`config.mk`:
```
export PLATFORM = sky130hd
export DESIGN_NAME = frameSequencer
export DESIGN_NICKNAME = d
export VERILOG_FILES = /design/src/convPkg.sv /design/src/frameSequencer.sv
export SDC_FILE = /design/constraint.sdc
export NUM_CORES = 1
export LEC_CHECK = 0
export ABC_AREA = 1
export BUFFER_PORTS_ARGS = -buffer_cell sky130_fd_sc_hd__buf_2
export CORE_UTILIZATION = 35
export DETAILED_ROUTE_END_ITERATION = 10
export GPL_ROUTABILITY_DRIVEN = 1
export PLACE_DENSITY = 0.67
export RECOVER_POWER = 100
export SLEW_MARGIN = 10
export SYNTH_ARGS = -nofsm -noshare
export SYNTH_HDL_FRONTEND = slang
export SYNTH_SLANG_ARGS = --single-unit
```
`constraint.sdc`:
```
create_clock -name i_CLK -period 2.9 [get_ports i_CLK]
set_input_delay 0.145 -clock i_CLK [delete_from_list [all_inputs] [get_ports i_CLK]]
set_output_delay 0.145 -clock i_CLK [all_outputs]
set_load 0.01 [all_outputs]
```
`src/convPkg.sv`:
```
`default_nettype none

package convPkg;

    // data widths
    localparam int PIXEL_W = 8;
    localparam int ADDR_W  = 10;
    // 4 x 255 needs 10 bits, plus sign and one spare
    localparam int RESP_W  = 12;

    typedef logic [PIXEL_W-1:0]       pixel_t;
    typedef logic [ADDR_W-1:0]        addr_t;
    typedef logic signed [RESP_W-1:0] response_t;

    // memory read data heading to the filters
    typedef struct packed {
        pixel_t data;
        logic   valid;
    } sample_t;

    // both filter outputs for one position
    typedef struct packed {
        response_t smooth;
        response_t edgeResp;
        logic      valid;
    } responsePair_t;

    typedef struct packed {
        logic   en;
        addr_t  addr;
        pixel_t data;
    } memWrite_t;

    typedef enum logic [1:0] {
        IDLE,
        LOAD,
        PROCESS,
        READOUT
    } seqState_t;

endpackage

`default_nettype wire

```
`src/frameSequencer.sv`:
```
`default_nettype none

module frameSequencer #(
    parameter int IMAGE_DEPTH = 1024
) (
    input  wire logic            i_CLK,
    input  wire logic            i_reset,
    input  wire convPkg::pixel_t i_pixel,
    input  wire logic            i_pixelValid,
    output logic                 o_pixelReady,
    input  wire convPkg::addr_t  i_imgLength,
    output convPkg::addr_t       o_readAddr,
    output logic                 o_readEn,
    input  wire convPkg::pixel_t i_memData,
    input  wire convPkg::pixel_t i_combined,
    input  wire logic            i_combinedValid,
    output convPkg::memWrite_t   o_write,
    output convPkg::pixel_t      o_result,
    output logic                 o_resultValid,
    input  wire logic            i_resultReady,
    output logic                 o_endOfFrame
);
    import convPkg::*;

    // longest frame that fits both the memory and the address width
    localparam int MAX_LENGTH = (IMAGE_DEPTH < (1 << ADDR_W)) ? IMAGE_DEPTH
                                                              : (1 << ADDR_W) - 1;
    // three taps need at least three pixels
    localparam int MIN_LENGTH = 3;

    seqState_t state;
    addr_t     imgLength;
    addr_t     clampedLength;
    addr_t     lastPixel;
    addr_t     lastResult;
    addr_t     readCount;
    addr_t     writeCount;
    logic      pixelAccept;
    logic      fetchPending;
    logic      resultValid;

    assign lastPixel  = imgLength - addr_t'(1);
    assign lastResult = imgLength - addr_t'(MIN_LENGTH);

    assign o_pixelReady = (state == IDLE) || (state == LOAD);
    assign pixelAccept  = o_pixelReady && i_pixelValid;

    always_comb begin
        if (int'(i_imgLength) < MIN_LENGTH) begin
            clampedLength = addr_t'(MIN_LENGTH);
        end else if (int'(i_imgLength) > MAX_LENGTH) begin
            clampedLength = addr_t'(MAX_LENGTH);
        end else begin
            clampedLength = i_imgLength;
        end
    end

    // length taken with the first pixel of a frame
    always_ff @(posedge i_CLK) begin
        if (state == IDLE && pixelAccept) begin
            imgLength <= clampedLength;
        end
    end

    always_comb begin
        unique case (state)
            PROCESS: o_readEn = (readCount != imgLength);
            // one fetch per result, only once the previous one is gone
            READOUT: o_readEn = !fetchPending && !resultValid;
            default: o_readEn = 1'b0;
        endcase
    end

    assign o_readAddr = readCount;

    // the same write counter serves load and the lagging result writes
    always_comb begin
        o_write.addr = writeCount;
        o_write.data = (state == PROCESS) ? i_combined : i_pixel;
        unique case (state)
            IDLE, LOAD: o_write.en = pixelAccept;
            PROCESS:    o_write.en = i_combinedValid;
            default:    o_write.en = 1'b0;
        endcase
    end

    always_ff @(posedge i_CLK) begin
        if (i_reset) begin
            state        <= IDLE;
            readCount    <= '0;
            writeCount   <= '0;
            fetchPending <= 1'b0;
            resultValid  <= 1'b0;
        end else begin
            unique case (state)
                IDLE: begin
                    if (pixelAccept) begin
                        writeCount <= addr_t'(1);
                        state      <= LOAD;
                    end
                end
                LOAD: begin
                    if (pixelAccept) begin
                        if (writeCount == lastPixel) begin
                            writeCount <= '0;
                            readCount  <= '0;
                            state      <= PROCESS;
                        end else begin
                            writeCount <= writeCount + addr_t'(1);
                        end
                    end
                end
                PROCESS: begin
                    if (o_readEn) begin
                        readCount <= readCount + addr_t'(1);
                    end
                    if (i_combinedValid) begin
                        if (writeCount == lastResult) begin
                            readCount <= '0;
                            state     <= READOUT;
                        end else begin
                            writeCount <= writeCount + addr_t'(1);
                        end
                    end
                end
                READOUT: begin
                    fetchPending <= o_readEn;
                    if (fetchPending) begin
                        resultValid <= 1'b1;
                    end
                    if (resultValid && i_resultReady) begin
                        resultValid <= 1'b0;
                        if (readCount == lastResult) begin
                            writeCount <= '0;
                            state      <= IDLE;
                        end else begin
                            readCount <= readCount + addr_t'(1);
                        end
                    end
                end
                default: state <= IDLE;
            endcase
        end
    end

    // memory output holds until the next fetch, so the result is stable
    assign o_result      = i_memData;
    assign o_resultValid = resultValid;
    assign o_endOfFrame  = resultValid && (readCount == lastResult);

endmodule

`default_nettype wire

```
==> metrics.csv <==
stage,metric,value,unit
power,vdd_drop_max,0.000367,V
clock_network,post_cts_buffers,0,
yosys,synth_top_family_by_area,simple AND/OR/NAND/NOR gates,
grt,grt_pass1_vias,3323,
clock_network,clock_latency,0.29,ns
timing,worst_pin_slew,0.645,ns
placed_design,place_ws,0.189,ns
layout,diodes,0,
detailed_routing,wl_per_cell,13.0,um
grt,grt-ovfl-total,0,
worst_setup_path,endpoint,writeCount[0]$_SDFFE_PP0P_,
grt,antenna_found_initial,0,
yosys,ys_ff_latch,34,
timing,fin_ws,0.271,ns
clock_network,htreeDepth,2,
clock_network,cts_resized,0,
timing,rsz0062_at_grt,no,
timing,setup_viol,0,
timing,finalHoldViolations,0,
worst_setup_path,cp_common_cell,nand2_1,
clock_network,root_buffer,clkbuf_8,
clock_network,clk_pin_slew,0.07,ns
timing,fmax,380,MHz
hold_path,hold_path.class,input port to flip-flop,
clock_network,cts_tree,yes,
placed_design,port_buffers,63,
worst_setup_path,crit_path_max_fanout,12,
worst_setup_path,crit_slowest_cell,edfxtp_1,
detailed_routing,vias,3506,
yosys,netlist_area,0.00332,mm2
timing,hold_ws,0.0409,ns
grt,grt_max_degree,24,
timing,finalCritPeriodShare,0.906,
layout,fin_util,0.394,
layout,drive_above_1_share,0.108,
worst_setup_path,crit_type,flip-flop to flip-flop,
yosys,avgSynthCellArea,5.92,um2
timing,slew_headroom,0.570,
yosys,syn_nets,608,
die,die_width,99.4,um
worst_setup_path,crit_start,imgLength[0]$_SDFFCE_PN1P_,
timing,period_needed,2.63,ns
die,ioPinCount,80,
worst_setup_path,worstPathRequired,3.09,ns
placed_design,gp_congestion,0.985,
worst_setup_path,setup.worst_path.end_class,flip-flop,
detailed_routing,ant_nets,0,
timing,setup_tns,0,ns
worst_setup_path,critPathTopFamily,simple AND/OR/NAND/NOR gates,
hold_path,min-delay-start,i_imgLength[7],
worst_setup_path,worst-path-buf-inv,1,
layout,final_cells,711,
placed_design,post-dp-hpwl,7340,um
yosys,synthXorXnorAreaFrac,0.0818,
layout,final_cell_mix,"nand2_1, inv_1, nand3_1, clkbuf_1, a21oi_1",
clock_network,hold_buffers,0,
timing,fin_skew,0.00459,ns
worst_setup_path,crit_arrival,2.81,ns
worst_setup_path,r2r-end,writeCount[0]$_SDFFE_PP0P_,
placed_design,dp.cells,703,
yosys,synthAdderAreaFrac,0.0301,
die,design.die.area,0.00988,mm2
layout,stdcell_area,0.00362,mm2
layout,fin_nets,646,
yosys,synth.distinct_cells,36,
layout,layout_commonest_cell,nand2_1,
detailed_routing,drt-total-wl,9230,um
power,p_per_area,679,mW/mm2
yosys,synth_cells,561,
grt,grt_pass1_wl,15400,um
layout,area_growth,9.08,%
worst_setup_path,timing.rr.start,imgLength[0]$_SDFFCE_PN1P_,
power,power.leakage,1.67,nW
yosys,muxShareOfSynthArea,0,
timing,drv_slew,0,
die,die_h,99.4,um
worst_setup_path,reg2regPathDepth,14,
detailed_routing,drtPass1Iterations,5,
worst_setup_path,r2r_slack,0.27,ns
die,rows,35,
detailed_routing,drc_errors,0,
power,total_power,2.46,mW
placed_design,placed_area,0.00359,mm2
grt,gr-usage-all-layers,0.195,
yosys,seq_area_frac_synth,0.235,
detailed_routing,via_per_inst,4.93,
status,status,"complete, no violations",
yosys,synth_compound_area_frac,0.0776,
detailed_routing,drt-initial-drc-count,268,
clock_network,clock-sinks,34,
yosys,yosys.area_share.simple,0.437,
clock_network,cts_buffer_depth,2,
die,start_util,0.361,
worst_setup_path,crit_path_start_kind,flip-flop,
yosys,ys_warn_count,0,
worst_setup_path,cp_cell_sequence,ha_1 -> inv_1 -> nand2_1 -> nor2_2 -> nand2_1 -> nand2_1 -> nand3_1 -> nor2_1 -> nand3_2 -> nand2_1 -> nand3_4 -> nor2_4 -> nand2_1 -> and2_1,
worst_setup_path,crit_cells,14,
run,max_cap_violations,0,
worst_setup_path,slowest_delay,0.53,ns
die,fp.coreArea,0.00920,mm2
clock_network,cts_buffers,5,
## worst register-to-register path: stages (launching register included)
cell and delay (ns):
edfxtp_1 0.53, ha_1 0.28, inv_1 0.11, nand2_1 0.11
nor2_2 0.21, nand2_1 0.07, nand2_1 0.11, nand3_1 0.08
nor2_1 0.13, nand3_2 0.09, nand2_1 0.16, nand3_4 0.19
nor2_4 0.24, nand2_1 0.07, and2_1 0.15
## how the worst min path moves through the flow
stage                                  to  depth (start not counted)  slack [ns]
3_5_place_dp                  o_result[0]                          0        0.29
4_1_cts        imgLength[5]$_SDFFCE_PN0P_                          1        0.03
5_1_grt        imgLength[7]$_SDFFCE_PN0P_                          1        0.02
2_1_floorplan       state[0]$_SDFFE_PP0P_                          3        0.30
6_report       imgLength[7]$_SDFFCE_PN0P_                          1        0.04
3_3_place_gp                  o_result[0]                          0        0.29
## report_power, final
group / total, mW / switching (mW) / internal, mW
sequential: 0.714 / 0.137 / 0.577
clock: 0.346 / 0.176 / 0.171
combinational: 1.40 / 0.957 / 0.441
total: 2.46 / 1.27 / 1.19
## layer usage
layer	track usage	up-vias	part of all wire
met1	0.256	1546	0.46
met5	0	-	0
met3	0.0260	19	0.056
met2	0.325	128	0.46
li1	-	1813	-
met4	0.0792	0	0.023
## layout make-up
cell class	count	area, um2
Tap cell	111	139
Timing Repair Buffer	66	290
Sequential cell	34	781
Clock buffer	8	80.1
Fill cell	1064	5570
Multi-Input combinational cell	424	2080
Inverter	68	255
## synthesized netlist by cell type
cell type / count / share of area
nand2_1: 222 / 0.25
nor4_1: 3 / 0.0057
nand3_1: 40 / 0.060
xor2_1: 18 / 0.047
o21ai_0: 6 / 0.0090
ha_1: 8 / 0.030
buf_2: 5 / 0.0075
a21oi_2: 1 / 0.0026
a21boi_1: 1 / 0.0023
or2_2: 4 / 0.0075
nor3b_1: 2 / 0.0045
xnor2_1: 13 / 0.034
clkbuf_2: 1 / 0.0015
nand2_2: 6 / 0.011
o21ai_1: 3 / 0.0045
or2_1: 1 / 0.0019
clkbuf_1: 15 / 0.017
buf_4: 11 / 0.025
nor2_4: 2 / 0.0068
a21oi_1: 35 / 0.053
a211oi_1: 2 / 0.0045
dfxtp_1: 24 / 0.14
buf_6: 3 / 0.010
nor2_1: 29 / 0.033
nand3_2: 3 / 0.0090
edfxtp_1: 10 / 0.090
o22ai_1: 1 / 0.0019
nor3_1: 6 / 0.0090
and2_1: 2 / 0.0038
nand4_1: 5 / 0.0094
nand3_4: 1 / 0.0053
nor2_2: 9 / 0.017
inv_2: 6 / 0.0068
nand3b_1: 1 / 0.0023
clkinv_1: 2 / 0.0023
inv_1: 60 / 0.068
## cells by family after synthesis
family,Yosys count
buf+inv,103
fa+ha+maj,8
compound gates,49
xor+xnor,31
flops,34
simple gates,336
## flip-flops by register name (all words and copies together) (netlist names)
| register | count |
|---|---|
| state | 2 |
| fetchPending | 1 |
| o_readAddr | 10 |
| imgLength | 10 |
| o_resultValid | 1 |
| writeCount | 10 |
Power figures use the tool's default switching activity.
