===== src/convPkg.sv =====
`default_nettype none

package convPkg;

    // data widths
    localparam int PIXEL_W = 8;
    localparam int ADDR_W  = 10;
    // 4 x 255 needs 10 bits, plus sign and one spare
    localparam int RESP_W  = 12;

    typedef logic [PIXEL_W-1:0]       pixel_t;
    typedef logic [ADDR_W-1:0]        addr_t;
    typedef logic signed [RESP_W-1:0] response_t;

    // memory read data heading to the filters
    typedef struct packed {
        pixel_t data;
        logic   valid;
    } sample_t;

    // both filter outputs for one position
    typedef struct packed {
        response_t smooth;
        response_t edgeResp;
        logic      valid;
    } responsePair_t;

    typedef struct packed {
        logic   en;
        addr_t  addr;
        pixel_t data;
    } memWrite_t;

    typedef enum logic [1:0] {
        IDLE,
        LOAD,
        PROCESS,
        READOUT
    } seqState_t;

endpackage

`default_nettype wire


===== src/responseCombiner.sv =====
`default_nettype none

module responseCombiner (
    input  wire logic                   i_CLK,
    input  wire logic                   i_reset,
    input  wire convPkg::responsePair_t i_pair,
    output convPkg::pixel_t             o_pixel,
    output logic                        o_pixelValid
);
    import convPkg::*;

    localparam int PIXEL_MAX = (1 << PIXEL_W) - 1;

    logic [RESP_W-1:0] smoothMag;
    logic [RESP_W-1:0] edgeMag;
    logic [RESP_W:0]   total;

    function automatic logic [RESP_W-1:0] magnitude(input response_t value);
        if (value[RESP_W-1]) begin
            return ~value + 1'b1;
        end
        return value;
    endfunction

    always_comb begin
        smoothMag = magnitude(i_pair.smooth);
        edgeMag   = magnitude(i_pair.edgeResp);
        // quarter of smoothing brings the 1,2,1 gain back to unity
        total     = {1'b0, smoothMag >> 2} + {1'b0, edgeMag};
    end

    always_ff @(posedge i_CLK) begin
        o_pixel <= (total > PIXEL_MAX) ? pixel_t'(PIXEL_MAX) : total[PIXEL_W-1:0];
    end

    always_ff @(posedge i_CLK) begin
        if (i_reset) begin
            o_pixelValid <= 1'b0;
        end else begin
            o_pixelValid <= i_pair.valid;
        end
    end

endmodule

`default_nettype wire


===== config.mk =====
export PLATFORM = sky130hd
export DESIGN_NAME = responseCombiner
export DESIGN_NICKNAME = d
export VERILOG_FILES = /design/src/convPkg.sv /design/src/responseCombiner.sv
export SDC_FILE = /design/constraint.sdc
export NUM_CORES = 1
export LEC_CHECK = 0
export BUFFER_PORTS_ARGS = -buffer_cell sky130_fd_sc_hd__buf_2
export CAP_MARGIN = 10
export CORE_UTILIZATION = 45
export DETAILED_ROUTE_END_ITERATION = 12
export PLACE_DENSITY = 0.72
export SLEW_MARGIN = 40
export SYNTH_ARGS = -nofsm -noshare
export SYNTH_HDL_FRONTEND = slang
export SYNTH_SLANG_ARGS = --single-unit

===== constraint.sdc =====
create_clock -name i_CLK -period 5.1 [get_ports i_CLK]
set_input_delay 1.02 -clock i_CLK [delete_from_list [all_inputs] [get_ports i_CLK]]
set_output_delay 1.02 -clock i_CLK [all_outputs]
set_load 0.02 [all_outputs]

==> flow_summary_export.csv, run 1 <==
group,metric,value,unit
outcome,status,"finished, final reports clean",
synthesis,synth_flop_cell,"dfxtp_1",
power_and_ir_drop,fin_total_pwr,287.9,µW
clock_tree,numCtsBuffers,3,
synthesis,netlist.area_leader.share,17.37,%
finish,antenna_cells,0,
critical_path,worst-endpoint-arrival,3.99,ns
placement,dp_hpwl,1880,µm
critical_path,path_cells,"buf_2, or4_4, or3_4, or3_4, nor4_1, ha_1, a2111oi_0, nand3_1, nor3_2, o211ai_1",
clock_tree,cts.clk_slew.worst_paths,0.05,ns
routing,remaining_drc_errors,0,
global_routing,grt_use_total,19.91,%
synthesis,synth.area.top_cells,"dfxtp_1, xnor2_1, ha_1",
routing,drtIter0Drc,13,
floorplanning,io_pins,36,
synthesis,synthesis.area,1037,µm²
finish,nNetsFinal,201,
power_and_ir_drop,peakVddDrop,0.1114,mV
critical_path,crit_fanout,8,
critical_path,crit_path_frequent_cell,"or3_4",
critical_path,end_kind,"register",
synthesis,syn_nets,163,
floorplanning,die_width,50.01,µm
timing,tightest_slew,0.4885,ns
timing,fmax,257.3,MHz
synthesis,yosysSeqAreaShare,17.37,%
global_routing,overflow,0,
floorplanning,fp.dieH,50.01,µm
floorplanning,core,2191,µm²
floorplanning,rows,17,
timing,setup_viol,0,
routing,num_vias,1037,
finish,fin_util,57.80,%
timing,final_hold_viol_count,0,
placement,dp.cells,185,
global_routing,grt_pass1_wl,3857,µm
routing,drt.antenna.violating_nets,0,
timing,setup_tns,0,ns
floorplanning,initial_core_util,47.34,%
routing,routed_via_density,5.487,
placement,gp_congestion,0.7956,
timing,slew_headroom,67.18,%
min_path,hold_path.class,"in2reg",
synthesis,synth_edf_count,0,
timing,rsz0062_at_grt,"false",
power_and_ir_drop,power.leakage,0.0005291,µW
finish,drive_gt1_share,27.33,%
synthesis,yosysMostFrequentCell,"xnor2_1",
synthesis,syn_inst,124,
synthesis,async_flop_share,0,%
routing,drt_wl_total,2197,µm
synthesis,synth_seq_cells,9,
global_routing,antenna_found_initial,0,
finish,final_cells,189,
critical_path,slowest_stage,"or4_4",
clock_tree,htreeDepth,1,
clock_tree,cts_resized,0,
critical_path,cp_top_family,"simple AND/OR/NAND/NOR gates",
clock_tree,cts_setup_buffers,0,
synthesis,yosys.cell_types.count,38,
clock_tree,cts_num_sinks,9,
global_routing,grt_pass1_vias,938,
critical_path,cp.required,5.20,ns
clock_tree,hold_buffers,0,
routing,drtPass1Iterations,4,
critical_path,cpPeakStageDelay,0.54,ns
critical_path,critPathBufInv,1,
clock_tree,clock_path_buffers,2,
critical_path,worstSetupPathType,"in2reg",
timing,timing.hold.ws,0.9161,ns
timing,fin_crit_sh,76.20,%
power_and_ir_drop,power_density,227.4,nW/µm²
clock_tree,cts_root_buf,"clkbuf_4",
synthesis,synthTopCellsByCount,"xnor2_1, ha_1, nand2_1, dfxtp_1, nand3_1",
placement,port_buffers,35,
timing,drv_slew,0,
synthesis,yosys_warnings,0,
floorplanning,die-area,2501,µm²
job,maxCapViolCount,0,
clock_tree,cts_tree,"done",
synthesis,syn_avg_cell_area,8.365,µm²
finish,area_growth,22.07,%
critical_path,start_kind,"input port",
routing,drt-wirelength-per-cell,11.62,µm
synthesis,synth_largest_area_cell,"dfxtp_1",
timing,fin_crit,3.886,ns
global_routing,grt_max_degree,12,
final timing paths:
path,depth (start not counted),to,slack [ns],start
max,10,o_pixel[4],1.21,i_pair[16]
min,2,o_pixelValid,0.92,i_reset
power by group:
| part | internal, µW | leakage, µW | switching (µW) | total (µW) |
|---|---|---|---|---|
| combinational | 69.4 | 0.000441 | 89.4 | 159 |
| sequential | 77.0 | 0.0000736 | 1.14 | 78.1 |
| clock | 29.9 | 0.0000150 | 21.1 | 51.0 |
| total | 176 | 0.000529 | 112 | 288 |
state kept, by name, indices dropped and copies added (netlist names):
register      cells
o_pixel           8
o_pixelValid      1
cells by family after synthesis:
group / synth area share (%)
and+or+nand+nor: 22.19
xor gates and xnor gates: 16.89
muxes: 1.086
AOI/OAI and AO/OA: 24.37
buffers and inverters: 2.895
adders and majority gates: 15.20
DFF: 17.37
per-layer routing:
metal	vias up	GRT usage (%)	wire length, µm
met5	-	0	0
met4	0	11.43	34
met3	4	1.543	119
met2	45	34.22	1050
met1	450	23.84	992
li1	538	-	-
layout make-up:
class / count / area, µm²
Clock buffer: 4 / 26.28
Fill cell: 206 / 924.6
Inverter: 6 / 22.52
Multi-Input combinational cell: 107 / 827.0
Sequential cell: 9 / 180.2
Tap cell: 28 / 35.03
Timing Repair Buffer: 35 / 175.2
through the flow:
stage	setup WS, ns	area (µm²)
floorplan	1.364	1037
global placement	1.038	1240
detailed placement	0.9772	1240
CTS	1.253	1266
global route	0.9666	1266
finish	1.214	1266
cell usage in the layout (no fill, tap or decap), drive strengths merged, types with 3 or more instances in the layout:
master,n
buf,35
xnor2,17
nand2,11
ha,11
dfxtp,9
nand3,7
o21ai,7
inv,6
o21a,5
nor3,5
nor2b,4
o211ai,4
o31ai,4
clkbuf,4
xor2,3
nor4,3
a21oi,3
(Power assumes the default switching activity.)
==> inputs of run 2 (changes only) <==
--- a/config.mk
+++ b/config.mk
@@ -5,11 +5,12 @@
 export SDC_FILE = /design/constraint.sdc
 export NUM_CORES = 1
 export LEC_CHECK = 0
+export ABC_AREA = 1
 export BUFFER_PORTS_ARGS = -buffer_cell sky130_fd_sc_hd__buf_2
 export CAP_MARGIN = 10
 export CORE_UTILIZATION = 45
 export DETAILED_ROUTE_END_ITERATION = 12
-export PLACE_DENSITY = 0.72
+export PLACE_DENSITY = 0.74
 export SLEW_MARGIN = 40
 export SYNTH_ARGS = -nofsm -noshare
 export SYNTH_HDL_FRONTEND = slang
==> constraint.sdc (replaced) <==
create_clock -name i_CLK -period 3.4 [get_ports i_CLK]
set_input_delay 0.68 -clock i_CLK [delete_from_list [all_inputs] [get_ports i_CLK]]
set_output_delay 0.68 -clock i_CLK [all_outputs]
set_load 0.02 [all_outputs]
==> run 2 against run 1 <==
  * Sequential share of layout area fell by 1.1 points
  * Flip-flop and latch count stayed put
  * Count of clock-buffer cells in the layout unchanged
  * Die area increased by 9.4%
  * Critical path depth up 3
  * Non-clock buffer count stayed put
  * Setup slack got worse by 0.28 ns
  * Synthesized cell count rose by 34%
  * Combinational power is 57% higher
  * Core utilization rose by 1.7 points
  * Critical path type unchanged
  * Critical endpoint is now o_pixel[1]
  * Largest power group unchanged
  * Highest routed layer unchanged
==> flow_summary_export.csv, run 2 <==
group,metric,value,unit
synthesis,syn_inst,166,
floorplanning,fp.dieH,52.30,µm
finish,final_cell_mix,"buf_2, nand2_1, inv_1",
floorplanning,initial_core_util,49.56,%
routing,drt.antenna.violating_nets,0,
clock_tree,cts_tree,"done",
global_routing,grt_use_total,20.62,%
synthesis,syn_avg_cell_area,6.859,µm²
power_and_ir_drop,power.leakage,0.0007200,µW
global_routing,overflow,0,
global_routing,grt_pass1_vias,1118,
timing,timing.hold.ws,0.5725,ns
clock_tree,cts_num_sinks,9,
critical_path,crit_fanout,8,
synthesis,synth_largest_area_cell,"dfxtp_1",
clock_tree,cts_setup_buffers,0,
routing,remaining_drc_errors,0,
placement,port_buffers,35,
critical_path,end_kind,"register",
timing,tightest_slew,0.3452,ns
routing,drt_wl_total,2431,µm
timing,fin_crit,2.466,ns
floorplanning,core,2297,µm²
synthesis,yosys_warnings,0,
finish,nNetsFinal,244,
placement,dp_hpwl,2207,µm
clock_tree,clock_path_buffers,2,
synthesis,synth_edf_count,0,
timing,fin_ws,0.9341,ns
synthesis,synthXorXnorAreaFrac,16.15,%
synthesis,yosys.cell_types.count,30,
timing,setup_tns,0,ns
timing,fin_crit_sh,72.53,%
finish,top_regs,"o_pixel: 8 flops, o_pixelValid: 1 flops",
power_and_ir_drop,peakVddDrop,0.1974,mV
global_routing,grt_pass1_wl,4257,µm
floorplanning,die-area,2735,µm²
finish,drive_gt1_share,26.47,%
routing,drtIter0Drc,14,
timing,final_hold_viol_count,0,
placement,dp_slack,0.6505,ns
synthesis,synth_seq_cells,9,
synthesis,yosys.area_share.adder,13.85,%
routing,drtPass1Iterations,4,
floorplanning,die_width,52.30,µm
placement,gp_congestion,0.9190,
routing,drt-wirelength-per-cell,10.48,µm
synthesis,synth-simple-area-share,35.49,%
routing,routed_via_density,4.966,
critical_path,worstSetupPathType,"in2reg",
routing,num_vias,1152,
critical_path,worst-endpoint-arrival,2.60,ns
synthesis,synth_top_family_by_area,"simple AND/OR/NAND/NOR gates",
timing,fmax,405.5,MHz
global_routing,grt_max_degree,10,
synthesis,synth.area.top_cells,"dfxtp_1, ha_1, xor2_1",
floorplanning,rows,17,
timing,rsz0062_at_grt,"false",
timing,drv_slew,0,
finish,fin_util,59.53,%
global_routing,antenna_found_initial,0,
finish,antenna_cells,0,
finish,largest_register_ffs,8,
min_path,hold_path.class,"in2reg",
job,maxCapViolCount,0,
power_and_ir_drop,power_density,324.8,nW/µm²
clock_tree,cts_root_buf,"clkbuf_4",
synthesis,yosysMostFrequentCell,"nand2_1",
synthesis,synth_flop_cell,"dfxtp_1",
synthesis,synthesis.area,1139,µm²
finish,nFillCells,231,
clock_tree,cts.clk_slew.worst_paths,0.06,ns
finish,final_area,1368,µm²
finish,area_growth,20.11,%
clock_tree,htreeDepth,1,
critical_path,start_kind,"input port",
timing,setup_viol,0,
synthesis,async_flop_share,0,%
synthesis,muxShareOfSynthArea,0,%
finish,final_common_cell,"buf_2",
synthesis,synthTopCellsByCount,"nand2_1, inv_1, nor2_1, xor2_1, nand3_1",
clock_tree,cts_resized,0,
outcome,status,"finished, final reports clean",
placement,placed_cell_area,1341,µm²
clock_tree,hold_buffers,0,
synthesis,synth_compound_area_share,10.11,%
floorplanning,io_pins,36,
clock_tree,numCtsBuffers,3,
synthesis,yosysSeqAreaShare,15.82,%
synthesis,netlist.area_leader.share,15.82,%
finish,regMostFlops,"o_pixel",
critical_path,cp.required,3.53,ns
timing,slew_headroom,76.78,%
synthesis,syn_nets,205,
[run 2: final timing paths]
| path | from | to | slack [ns] | depth (start not counted) |
|---|---|---|---|---|
| min | i_reset | o_pixelValid | 0.57 | 2 |
| max | i_pair[14] | o_pixel[1] | 0.93 | 13 |
[run 2: layout make-up]
cell class | instances | area [µm²] | area share, %
inverter | 24 | 90.09 | 6.587
tap | 28 | 35.03 | 2.562
clock buffer | 4 | 26.28 | 1.921
sequential | 9 | 180.2 | 13.17
timing repair buffer | 35 | 175.2 | 12.81
multi-input combinational | 132 | 860.8 | 62.95
[run 2: logic make-up after synthesis]
kind of cell               Yosys count
xor gates and xnor gates            21
adders and majority gates           12
AOI/OAI and AO/OA                   19
and+or+nand+nor                     80
buffers and inverters               25
DFF                                  9
[run 2: stage by stage]
| step | total power (µW) | cells |
|---|---|---|
| finish | 444.2 | 232 |
| global route | 487.3 | 232 |
| CTS | 446.8 | 232 |
| detailed placement | 367.9 | 228 |
| global placement | 359.1 | 228 |
| floorplan | 305.7 | 166 |
[run 2: report_power, final]
group | leakage [µW] | switching (µW) | internal, µW | total (µW)
clock network | 0.0000150 | 34.8 | 45.1 | 79.9
logic | 0.000632 | 149 | 100 | 249
registers | 0.0000735 | 1.64 | 113 | 115
[run 2: metal layers]
| metal | part of all wire, % | vias up | global-route usage, % | wire, µm |
|---|---|---|---|---|
| met4 | 1.2 | 0 | 6.579 | 30 |
| met1 | 43 | 500 | 21.23 | 1037 |
| met2 | 52 | 36 | 42.19 | 1273 |
| met5 | 0 | - | 0 | 0 |
| met3 | 3.7 | 5 | 1.739 | 89 |
| li1 | - | 611 | - | - |
[run 2: worst max-delay path, cell delays in order]
cell and delay (ns):
buf_2 0.09, nor2_1 0.16, nand4_1 0.16, inv_1 0.13
nand3b_1 0.11, nor4_1 0.28, ha_1 0.30, nor2_1 0.09
nand3_1 0.09, a21oi_2 0.12, nand3_2 0.10, nor2_4 0.17
nand3_1 0.10
